**config.mk**
```make
export PLATFORM = sky130hd
export DESIGN_NAME = hmac
export DESIGN_NICKNAME = d
export VERILOG_FILES = /design/src/hmac_pkg.sv /design/src/hmac.sv /design/src/hmac_kv_client.sv /design/src/hmac_mix_core.sv /design/src/hmac_regs.sv
export SDC_FILE = /design/constraint.sdc
export NUM_CORES = 2
export LEC_CHECK = 0
export BUFFER_PORTS_ARGS = -buffer_cell sky130_fd_sc_hd__buf_2
export CORE_ASPECT_RATIO = 0.9
export CORE_UTILIZATION = 60
export CTS_CLUSTER_DIAMETER = 200
export DETAILED_ROUTE_END_ITERATION = 10
export PLACE_DENSITY = 0.77
export SLEW_MARGIN = 20
export SYNTH_ARGS = -nofsm -noshare
export SYNTH_HDL_FRONTEND = slang
export SYNTH_SLANG_ARGS = --single-unit
export TNS_END_PERCENT = 5
```
**constraint.sdc**
```tcl
create_clock -name clk -period 5.8 [get_ports clk]
set_input_delay 0.29 -clock clk [delete_from_list [all_inputs] [get_ports clk]]
set_output_delay 0.29 -clock clk [all_outputs]
set_load 0.005 [all_outputs]
```
**src/hmac_pkg.sv**
```systemverilog
/*
  keyed-MAC accelerator shared definitions
  word types, register map, control bit positions, pad constants
  and the key-vault request, response and fill structs
*/
package hmac_pkg;

  // ----------------------------------------------------------
  // word and index types
  // ----------------------------------------------------------
  typedef logic [31:0] word_t;
  typedef logic [7:0]  addr_t;
  typedef logic [2:0]  kv_entry_t;
  typedef logic [2:0]  kv_off_t;

  // sizes in 32-bit words
  localparam int KEY_WORDS   = 4;
  localparam int BLOCK_WORDS = 8;
  localparam int TAG_WORDS   = 4;
  // rotate amount of one mixing step
  localparam int MIX_ROT     = 7;

  localparam word_t IPAD_WORD = 32'h3636_3636;
  localparam word_t OPAD_WORD = 32'h5c5c_5c5c;
  // ascii "HMAC"
  localparam word_t CORE_NAME = 32'h484d_4143;

  // ----------------------------------------------------------
  // register map
  // ----------------------------------------------------------
  localparam addr_t ADDR_CTRL    = 8'h00;
  localparam addr_t ADDR_STATUS  = 8'h04;
  localparam addr_t ADDR_KV_CTRL = 8'h08;
  localparam addr_t ADDR_INTR    = 8'h0c;
  localparam addr_t ADDR_KEY0    = 8'h10;
  localparam addr_t ADDR_BLOCK0  = 8'h20;
  localparam addr_t ADDR_TAG0    = 8'h40;
  localparam addr_t ADDR_NAME    = 8'h50;

  // bit positions
  localparam int CTRL_INIT_BIT      = 0;
  localparam int CTRL_NEXT_BIT      = 1;
  localparam int STATUS_READY_BIT   = 0;
  localparam int STATUS_VALID_BIT   = 1;
  localparam int INTR_NOTIF_STS_BIT = 0;
  localparam int INTR_NOTIF_EN_BIT  = 1;
  localparam int INTR_ERR_STS_BIT   = 2;
  localparam int INTR_ERR_EN_BIT    = 3;

  // software writable part of KV_CTRL, done bits are hardware set
  localparam word_t KV_CTRL_WMASK = 32'h0000_0fff;

  // ----------------------------------------------------------
  // key-vault structs
  // ----------------------------------------------------------
  // laid out to match the KV_CTRL register word
  typedef struct packed {
    logic [12:0] rsvd_hi;
    logic        dest_done;
    logic        src_done;
    logic        key_done;
    logic [3:0]  rsvd_lo;
    kv_entry_t   dest_entry;
    logic        dest_en;
    kv_entry_t   src_entry;
    logic        src_sel_en;
    kv_entry_t   key_entry;
    logic        key_sel_en;
  } kv_ctrl_t;

  typedef struct packed {
    logic      req;
    logic      write;
    kv_entry_t entry;
    kv_off_t   offset;
    word_t     wdata;
  } kv_req_t;

  typedef struct packed {
    logic  ack;
    logic  err;
    word_t rdata;
  } kv_resp_t;

  // one fetched word headed for the key or block registers
  typedef struct packed {
    logic    en;
    logic    is_key;
    kv_off_t offset;
    word_t   data;
  } kv_fill_t;

endpackage

```
**src/hmac.sv**
```systemverilog
/*
  keyed-MAC accelerator top level
  register front end feeding the mixing core, with the
  key-vault client as a side stage on the front end
*/
`timescale 1ns/10ps

module hmac
  import hmac_pkg::*;
(
  input  logic     clk,
  input  logic     reset_n,
  input  logic     cs,
  input  logic     we,
  input  addr_t    address,
  input  word_t    write_data,
  output word_t    read_data,
  output kv_req_t  kv_req,
  input  kv_resp_t kv_resp,
  output logic     notif_intr,
  output logic     error_intr
);

  // front end to core
  logic     init_cmd;
  logic     next_cmd;
  logic     ready;
  logic     tag_valid;
  word_t    key      [KEY_WORDS];
  word_t    block    [BLOCK_WORDS];
  word_t    tag      [TAG_WORDS];

  // front end to vault client
  kv_ctrl_t kv_ctrl;
  word_t    dest_tag [TAG_WORDS];
  logic     dest_avail;
  kv_fill_t fill;
  logic     key_done;
  logic     src_done;
  logic     dest_done;
  logic     kv_err;

  hmac_regs regs0 (
    .clk, .reset_n, .cs, .we, .address, .write_data, .read_data,
    .init_cmd, .next_cmd, .key, .block, .ready, .tag_valid, .tag,
    .kv_ctrl, .dest_tag, .dest_avail, .fill,
    .key_done, .src_done, .dest_done, .kv_err,
    .notif_intr, .error_intr
  );

  hmac_mix_core core0 (
    .clk, .reset_n, .init_cmd, .next_cmd, .key, .block,
    .ready, .tag_valid, .tag
  );

  hmac_kv_client kv0 (
    .clk, .reset_n, .kv_ctrl, .dest_tag, .dest_avail,
    .kv_req, .kv_resp, .fill,
    .key_done, .src_done, .dest_done, .kv_err
  );

endmodule

```
**src/hmac_kv_client.sv**
```systemverilog
/*
  key-vault client
  four-phase master that copies key and block words in from
  the vault and stores a finished tag back to a chosen entry
*/
`timescale 1ns/10ps

module hmac_kv_client
  import hmac_pkg::*;
(
  input  logic     clk,
  input  logic     reset_n,
  input  kv_ctrl_t kv_ctrl,
  input  word_t    dest_tag [TAG_WORDS],
  input  logic     dest_avail,
  output kv_req_t  kv_req,
  input  kv_resp_t kv_resp,
  output kv_fill_t fill,
  output logic     key_done,
  output logic     src_done,
  output logic     dest_done,
  output logic     kv_err
);

  typedef enum logic [1:0] {KV_IDLE, KV_REQ, KV_WAIT} kv_state_t;
  typedef enum logic [1:0] {OP_KEY, OP_SRC, OP_DEST} kv_op_t;

  kv_state_t state_q;
  kv_op_t    op_q;
  logic      dest_pend_q;
  logic      stop_q;
  kv_off_t   last_off;

  // last word offset of the running transfer
  always_comb
  begin
    case (op_q)
      OP_KEY:  last_off = kv_off_t'(KEY_WORDS - 1);
      OP_SRC:  last_off = kv_off_t'(BLOCK_WORDS - 1);
      default: last_off = kv_off_t'(TAG_WORDS - 1);
    endcase
  end

  always_ff @(posedge clk or negedge reset_n)
  begin
    if (!reset_n)
    begin
      state_q     <= KV_IDLE;
      op_q        <= OP_KEY;
      dest_pend_q <= 1'b0;
      stop_q      <= 1'b0;
      kv_req      <= '0;
      fill        <= '0;
      key_done    <= 1'b0;
      src_done    <= 1'b0;
      dest_done   <= 1'b0;
      kv_err      <= 1'b0;
    end
    else
    begin
      // single-cycle pulses
      fill.en   <= 1'b0;
      key_done  <= 1'b0;
      src_done  <= 1'b0;
      dest_done <= 1'b0;
      kv_err    <= 1'b0;

      case (state_q)
        // key first, then src, then a pending store
        KV_IDLE:
        begin
          stop_q        <= 1'b0;
          kv_req.offset <= '0;
          if (kv_ctrl.key_sel_en && !kv_ctrl.key_done)
          begin
            op_q         <= OP_KEY;
            kv_req.req   <= 1'b1;
            kv_req.write <= 1'b0;
            kv_req.entry <= kv_ctrl.key_entry;
            state_q      <= KV_REQ;
          end
          else if (kv_ctrl.src_sel_en && !kv_ctrl.src_done)
          begin
            op_q         <= OP_SRC;
            kv_req.req   <= 1'b1;
            kv_req.write <= 1'b0;
            kv_req.entry <= kv_ctrl.src_entry;
            state_q      <= KV_REQ;
          end
          else if (dest_pend_q)
          begin
            op_q         <= OP_DEST;
            dest_pend_q  <= 1'b0;
            kv_req.req   <= 1'b1;
            kv_req.write <= 1'b1;
            kv_req.entry <= kv_ctrl.dest_entry;
            kv_req.wdata <= dest_tag[0];
            state_q      <= KV_REQ;
          end
        end

        // fields held until the vault acks
        KV_REQ:
        begin
          if (kv_resp.ack)
          begin
            kv_req.req <= 1'b0;
            state_q    <= KV_WAIT;
            if (kv_resp.err)
            begin
              // abort, no done for this transfer
              kv_err <= 1'b1;
              stop_q <= 1'b1;
            end
            else
            begin
              fill.en     <= (op_q != OP_DEST);
              fill.is_key <= (op_q == OP_KEY);
              fill.offset <= kv_req.offset;
              fill.data   <= kv_resp.rdata;
              // done goes out early so sel_en is cleared before idle
              if (kv_req.offset == last_off)
              begin
                stop_q    <= 1'b1;
                key_done  <= (op_q == OP_KEY);
                src_done  <= (op_q == OP_SRC);
                dest_done <= (op_q == OP_DEST);
              end
            end
          end
        end

        // vault must drop ack before the next req
        KV_WAIT:
        begin
          if (!kv_resp.ack)
          begin
            if (stop_q)
              state_q <= KV_IDLE;
            else
            begin
              kv_req.offset <= kv_req.offset + 3'd1;
              kv_req.wdata  <= dest_tag[kv_req.offset[1:0] + 2'd1];
              kv_req.req    <= 1'b1;
              state_q       <= KV_REQ;
            end
          end
        end

        default: state_q <= KV_IDLE;
      endcase

      // new tag to store, kept until served
      if (dest_avail)
        dest_pend_q <= 1'b1;
    end
  end

endmodule

```
**src/hmac_mix_core.sv**
```systemverilog
/*
  keyed mixing core
  iterative stand-in for the hash compression with an
  init/next/ready/tag_valid contract, one block word per cycle
*/
`timescale 1ns/10ps

module hmac_mix_core
  import hmac_pkg::*;
(
  input  logic  clk,
  input  logic  reset_n,
  input  logic  init_cmd,
  input  logic  next_cmd,
  input  word_t key   [KEY_WORDS],
  input  word_t block [BLOCK_WORDS],
  output logic  ready,
  output logic  tag_valid,
  output word_t tag   [TAG_WORDS]
);

  typedef enum logic {MIX_IDLE, MIX_RUN} mix_state_t;

  mix_state_t state_q;
  logic [2:0] step_q;
  logic [1:0] widx;
  logic       accept;
  word_t      st_q [TAG_WORDS];
  word_t      sum;

  assign ready  = (state_q == MIX_IDLE);
  // commands are dropped while busy
  assign accept = ready & (init_cmd | next_cmd);
  // state word touched by this step
  assign widx   = step_q[1:0];
  assign sum    = st_q[widx] + block[step_q];

  // ----------------------------------------------------------
  // step sequencing
  // ----------------------------------------------------------
  always_ff @(posedge clk or negedge reset_n)
  begin
    if (!reset_n)
    begin
      state_q   <= MIX_IDLE;
      step_q    <= '0;
      tag_valid <= 1'b0;
    end
    else if (accept)
    begin
      state_q   <= MIX_RUN;
      step_q    <= '0;
      tag_valid <= 1'b0;
    end
    else if (state_q == MIX_RUN)
    begin
      step_q <= step_q + 3'd1;
      // last block word brings up tag and ready together
      if (step_q == 3'(BLOCK_WORDS - 1))
      begin
        state_q   <= MIX_IDLE;
        tag_valid <= 1'b1;
      end
    end
  end

  // next keeps the previous chaining state
  always_ff @(posedge clk or negedge reset_n)
  begin
    if (!reset_n)
    begin
      for (int i = 0; i < TAG_WORDS; i++)
        st_q[i] <= '0;
    end
    else if (accept && init_cmd)
    begin
      for (int i = 0; i < TAG_WORDS; i++)
        st_q[i] <= key[i] ^ IPAD_WORD;
    end
    else if (state_q == MIX_RUN)
    begin
      // rotate left and fold in the neighbour word
      st_q[widx] <= ((sum << MIX_ROT) | (sum >> (32 - MIX_ROT))) ^ st_q[widx + 2'd1];
    end
  end

  // outer pad applied on the way out
  always_comb
  begin
    for (int i = 0; i < TAG_WORDS; i++)
      tag[i] = st_q[i] ^ key[i] ^ OPAD_WORD;
  end

endmodule

```
**src/hmac_regs.sv**
```systemverilog
/*
  register front end
  bus decode for control, status, key, block, tag and name,
  key-vault control with hardware done bits, tag store and
  the notification and error interrupt registers
*/
`timescale 1ns/10ps

module hmac_regs
  import hmac_pkg::*;
(
  input  logic     clk,
  input  logic     reset_n,
  input  logic     cs,
  input  logic     we,
  input  addr_t    address,
  input  word_t    write_data,
  output word_t    read_data,
  output logic     init_cmd,
  output logic     next_cmd,
  output word_t    key      [KEY_WORDS],
  output word_t    block    [BLOCK_WORDS],
  input  logic     ready,
  input  logic     tag_valid,
  input  word_t    tag      [TAG_WORDS],
  output kv_ctrl_t kv_ctrl,
  output word_t    dest_tag [TAG_WORDS],
  output logic     dest_avail,
  input  kv_fill_t fill,
  input  logic     key_done,
  input  logic     src_done,
  input  logic     dest_done,
  input  logic     kv_err,
  output logic     notif_intr,
  output logic     error_intr
);

  word_t      tag_q [TAG_WORDS];
  logic       tag_valid_q;
  logic       tag_we;
  logic       wr;
  logic       rd;
  logic       key_hit;
  logic       block_hit;
  logic       tag_hit;
  logic [2:0] widx;
  logic       init_new;
  logic       next_new;
  logic       notif_sts_q;
  logic       notif_en_q;
  logic       err_sts_q;
  logic       err_en_q;
  kv_ctrl_t   kv_new;

  // ----------------------------------------------------------
  // address decode
  // ----------------------------------------------------------
  assign wr        = cs & we;
  assign rd        = cs & ~we;
  assign widx      = address[4:2];
  assign key_hit   = address inside {[ADDR_KEY0 : ADDR_KEY0 + addr_t'(4 * KEY_WORDS - 4)]};
  assign block_hit = address inside {[ADDR_BLOCK0 : ADDR_BLOCK0 + addr_t'(4 * BLOCK_WORDS - 4)]};
  assign tag_hit   = address inside {[ADDR_TAG0 : ADDR_TAG0 + addr_t'(4 * TAG_WORDS - 4)]};
  assign init_new  = wr && (address == ADDR_CTRL) && write_data[CTRL_INIT_BIT];
  assign next_new  = wr && (address == ADDR_CTRL) && write_data[CTRL_NEXT_BIT];

  // rising edge of tag_valid
  assign tag_we = tag_valid & ~tag_valid_q;

  // software view of a KV_CTRL write, setting a sel_en rearms it
  always_comb
  begin
    kv_new = kv_ctrl_t'((write_data & KV_CTRL_WMASK) | (word_t'(kv_ctrl) & ~KV_CTRL_WMASK));
    if (kv_new.key_sel_en)
      kv_new.key_done = 1'b0;
    if (kv_new.src_sel_en)
      kv_new.src_done = 1'b0;
  end

  // ----------------------------------------------------------
  // control and interrupt state
  // ----------------------------------------------------------
  always_ff @(posedge clk or negedge reset_n)
  begin
    if (!reset_n)
    begin
      init_cmd    <= 1'b0;
      next_cmd    <= 1'b0;
      tag_valid_q <= 1'b0;
      dest_avail  <= 1'b0;
      kv_ctrl     <= '0;
      notif_sts_q <= 1'b0;
      notif_en_q  <= 1'b0;
      err_sts_q   <= 1'b0;
      err_en_q    <= 1'b0;
    end
    else
    begin
      init_cmd    <= init_new;
      next_cmd    <= next_new;
      tag_valid_q <= tag_valid;
      dest_avail  <= tag_we & kv_ctrl.dest_en;

      if (wr && (address == ADDR_KV_CTRL))
        kv_ctrl <= kv_new;
      // hardware updates win over the bus
      if (key_done)
      begin
        kv_ctrl.key_sel_en <= 1'b0;
        kv_ctrl.key_done   <= 1'b1;
      end
      if (src_done)
      begin
        kv_ctrl.src_sel_en <= 1'b0;
        kv_ctrl.src_done   <= 1'b1;
      end
      // failed fetch is not retried
      if (kv_err)
      begin
        kv_ctrl.key_sel_en <= 1'b0;
        kv_ctrl.src_sel_en <= 1'b0;
      end
      if (dest_done)
        kv_ctrl.dest_done <= 1'b1;
      if (next_new)
        kv_ctrl.dest_done <= 1'b0;

      // w1c status, a same-cycle hardware event still sets
      if (wr && (address == ADDR_INTR))
      begin
        notif_en_q <= write_data[INTR_NOTIF_EN_BIT];
        err_en_q   <= write_data[INTR_ERR_EN_BIT];
        if (write_data[INTR_NOTIF_STS_BIT])
          notif_sts_q <= 1'b0;
        if (write_data[INTR_ERR_STS_BIT])
          err_sts_q <= 1'b0;
      end
      if (tag_we)
        notif_sts_q <= 1'b1;
      if (kv_err)
        err_sts_q <= 1'b1;
    end
  end

  // ----------------------------------------------------------
  // key, block and tag storage
  // ----------------------------------------------------------
  always_ff @(posedge clk or negedge reset_n)
  begin
    if (!reset_n)
    begin
      for (int i = 0; i < KEY_WORDS; i++)
        key[i] <= '0;
      for (int i = 0; i < BLOCK_WORDS; i++)
        block[i] <= '0;
      for (int i = 0; i < TAG_WORDS; i++)
      begin
        tag_q[i]    <= '0;
        dest_tag[i] <= '0;
      end
    end
    else
    begin
      if (wr && key_hit)
        key[widx[1:0]] <= write_data;
      if (wr && block_hit)
        block[widx] <= write_data;
      // vault fill last so it beats a bus write to the same word
      if (fill.en && fill.is_key)
        key[fill.offset[1:0]] <= fill.data;
      if (fill.en && !fill.is_key)
        block[fill.offset] <= fill.data;
      // finished tag goes either to software or to the vault staging copy
      if (tag_we && !kv_ctrl.dest_en)
        tag_q <= tag;
      if (tag_we && kv_ctrl.dest_en)
        dest_tag <= tag;
    end
  end

  // read mux, key and block are write only
  always_comb
  begin
    read_data = '0;
    if (rd)
    begin
      if (tag_hit)
        read_data = tag_q[widx[1:0]];
      else
      begin
        case (address)
          ADDR_STATUS:
          begin
            read_data[STATUS_READY_BIT] = ready;
            read_data[STATUS_VALID_BIT] = tag_valid;
          end
          ADDR_KV_CTRL: read_data = word_t'(kv_ctrl);
          ADDR_INTR:
          begin
            read_data[INTR_NOTIF_STS_BIT] = notif_sts_q;
            read_data[INTR_NOTIF_EN_BIT]  = notif_en_q;
            read_data[INTR_ERR_STS_BIT]   = err_sts_q;
            read_data[INTR_ERR_EN_BIT]    = err_en_q;
          end
          ADDR_NAME: read_data = CORE_NAME;
          default: read_data = '0;
        endcase
      end
    end
  end

  assign notif_intr = notif_sts_q & notif_en_q;
  assign error_intr = err_sts_q & err_en_q;

endmodule

```
==> results.txt <==
Clock Tree Buf Depth: 3
Slew Limit Headroom: 25.6%
Final Util: 67.0%
Skew final: 23.8 ps
R2r setup slk: 880 ps
CTS Buf Count: 89
IO Pins: 152
Die W: 289 um
Max Cap Viol: 0
Fraction of registers with async set/reset: 100%
Total negative slack: 0 ps
Die area: 75,500 um2
Endpoints failing hold: 0
Post-synthesis simple-gate area fraction: 10.6%
Max Clock Freq: 0.203 GHz
Hold crit path type: in -> reg
Port buffer count: 151
Hold Path Depth: 3
Total GRT Usage: 36.6%
Wirelength per Cell: 25.5 um
Critical Path RT: 6280 ps
Chip height: 261 um
CTS sink cnt: 882
Syn-to-layout area delta: 10.3%
CP Launch Type: flip-flop
Area of the mapped netlist: 44,600 um2
CTS root buffer: clkbuf_16
Mux share of post-synthesis cell area: 17.8%
R2R depth: 12
Worst Setup Path Type: reg -> reg
Vias in the first global route: 33,614
Min Clock Period, post-route: 4920 ps
Final Slew Violations: 0
Final period utilization: 84.9%
Initial DRC count: 4,015
Yosys top cell area share: 49.5%
Cell count after synthesis: 4,330
Pin count of the biggest net entering global routing: 257
Global-route wire length before repair: 207 mm
Unique masters post-synth: 65
Worst Max-Slew Pin Slew: 1110 ps
Top post-synthesis cells by area: dfrtp_1, mux2i_1, mux4_2, o21ai_0, nand2_1
Avg Vias per Cell: 6.50
Reg2reg start: core0.step_q[0]
Clk pin slew, worst setup/hold paths: 60 ps
Adder-cell share of the synthesized area: 1.08%
Clk_lat worst skew: 670 ps
Share of layout cells above drive strength 1: 13.8%
Post-synthesis sequential area ratio: 49.5%
Placed Instances: 5,138
RSZ-0062 raised after global routing: false
Outcome: complete, no violations
Antenna violation net count after detailed routing: 0
Worst Hold End: regs0.kv_ctrl[10]
Hold Crit Start: write_data[10]
Core area: 73,400 um2
HPWL Detailed: 88.6 mm
CP Max Fanout: 31
Top-count cell post-synth: dfrtp_1
Grt total ovfl: 0
Prevailing post-synth register cell: dfrtp_1
Final Non-Filler Cells: 5,344
Area leader, netlist: dfrtp_1
Yosys reg bits: 882
Nets: 4,422
Drt pass-1 iters: 9
Final instance area: 49,200 um2
Initial Util: 60.8%
Post-Synthesis Mean Instance Area: 10.3 um2
DRC viols: 0
Largest family of logic cells by synthesized area: multiplexers
Crit path DAT: 5400 ps
RR Endpoint: core0.st_q[36]
Post-synth top cells: dfrtp_1, nand2_1, o21ai_0, mux2i_1, clkbuf_1
Post-synthesis xor/xnor area fraction: 3.74%
Yosys warning total: 0
Number of flops mapped to enable cells by yosys: 0
Synth Area in Compound Gates: 13.8%
Core Rows: 94
Cell area after placement: 45,900 um2
Final WL: 136 mm
H-Tree Depth: 3
Initial antenna violation count: 6
Setup crit end kind: flip-flop
CTS tree: built
Final setup viols: 0
GP Congestion: 1.01
PwrDens: 519 nW/um2
Vias: 34,748
Pleak: 19.3 nW
Synthesized Nets: 4,446
Worst vdd ir: 457 uV
critical path, stage by stage (launching register included):
cell      delay [ps]
dfrtp_4          890
mux4_2           580
mux2i_1          540
inv_1            100
ha_1             280
a21o_1           190
a21oi_2          200
o21ai_0          250
a41o_1           380
a31oi_2          250
o31ai_1          140
xnor2_1          630
o221ai_1         270
metal layers:
layer | global-route usage [%] | up-vias | routed length (um)
li1 | - | 15226 | -
met1 | 52.3 | 17243 | 55500
met2 | 52.6 | 1934 | 58700
met3 | 12.0 | 341 | 17000
met4 | 12.6 | 4 | 4950
met5 | 0 | - | 28
cells in the final DEF, fill, tap and decap left out, drive strengths merged, types with 4 or more instances in the layout:
| cell type | n |
|---|---|
| xor2 | 78 |
| and3 | 17 |
| clkbuf | 135 |
| o22ai | 32 |
| buf | 214 |
| o21ai | 643 |
| nor4 | 4 |
| clkinv | 22 |
| mux2 | 37 |
| a22oi | 61 |
| o21bai | 5 |
| dfrtp | 882 |
| nand2b | 16 |
| dlygate4sd3 | 37 |
| o221ai | 64 |
| diode | 4 |
| o31ai | 4 |
| nand3 | 7 |
| a22o | 12 |
| mux2i | 392 |
| a221oi | 4 |
| nand2 | 806 |
| nand4 | 8 |
| o21a | 10 |
| mux4 | 160 |
| ha | 37 |
| inv | 17 |
| a21o | 16 |
| nor3 | 49 |
| a21oi | 212 |
| a211oi | 6 |
| xnor2 | 111 |
| or2 | 6 |
| nor2b | 41 |
| nor2 | 194 |
flip-flops by register name, indices dropped and copies added, names as in the netlist, 2 cells and up:
register	count
core0.step_q	3
regs0.kv_ctrl	15
regs0.block	256
kv0.kv_req	40
kv0.state_q	2
kv0.fill	37
regs0.tag_q	128
regs0.key	128
core0.st_q	128
regs0.dest_tag	128
power by group:
group	leakage, nW	switching, W	internal, W
logic	7.37	0.00658	0.00414
clock network	1.43	0.00250	0.00326
registers	10.5	0.00177	0.00728
how the worst max path moves through the flow:
stage	startpoint	slack [ps]	to	cells past startpoint
6_report	core0.step_q[0]	880	core0.st_q[36]	12
5_1_grt	core0.step_q[0]	790	core0.st_q[36]	12
4_1_cts	core0.step_q[0]	1060	core0.st_q[101]	12
3_5_place_dp	core0.step_q[0]	1060	core0.st_q[36]	12
3_3_place_gp	core0.step_q[0]	1160	core0.st_q[69]	12
2_1_floorplan	core0.step_q[0]	1720	core0.st_q[1]	14
cell type report:
type | count | area, um2
tap | 960 | 1200
multi-input combinational | 3067 | 21200
clock inverter | 30 | 285
sequential | 882 | 22100
clock buffer | 135 | 2610
inverter | 15 | 56.3
fill | 5516 | 24200
antenna | 4 | 10.0
timing repair buffer | 251 | 1740
kinds of logic (layout without fill, tap and decap cells):
group,after synthesis,count (layout)
compound gates,1091,1091
buf+inv,381,431
flops,882,882
fa+ha+maj,38,38
xor+xnor,189,189
other cells,0,4
simple gates,1160,1160
mux,589,589
per-stage QoR:
step | total power [W] | hold WS (ps) | setup slack (ps)
after detailed placement | 0.0194 | 417 | 1060
final | 0.0255 | 42.2 | 877
after CTS | 0.0252 | 11.6 | 1060
after global placement | 0.0193 | 422 | 1160
after global routing | 0.0266 | 49.1 | 795
after floorplan | 0.0156 | -5.59 | 1720
timing repair:
| action | in CTS | in global routing |
|---|---|---|
| gates resized for setup | 0 | 0 |
| endpoints found under the hold margin | 136 | 0 |
| hold buffers | 37 | 0 |
| buffers inserted | 0 | 0 |
No activity file was read; power rests on OpenSTA's default activity.
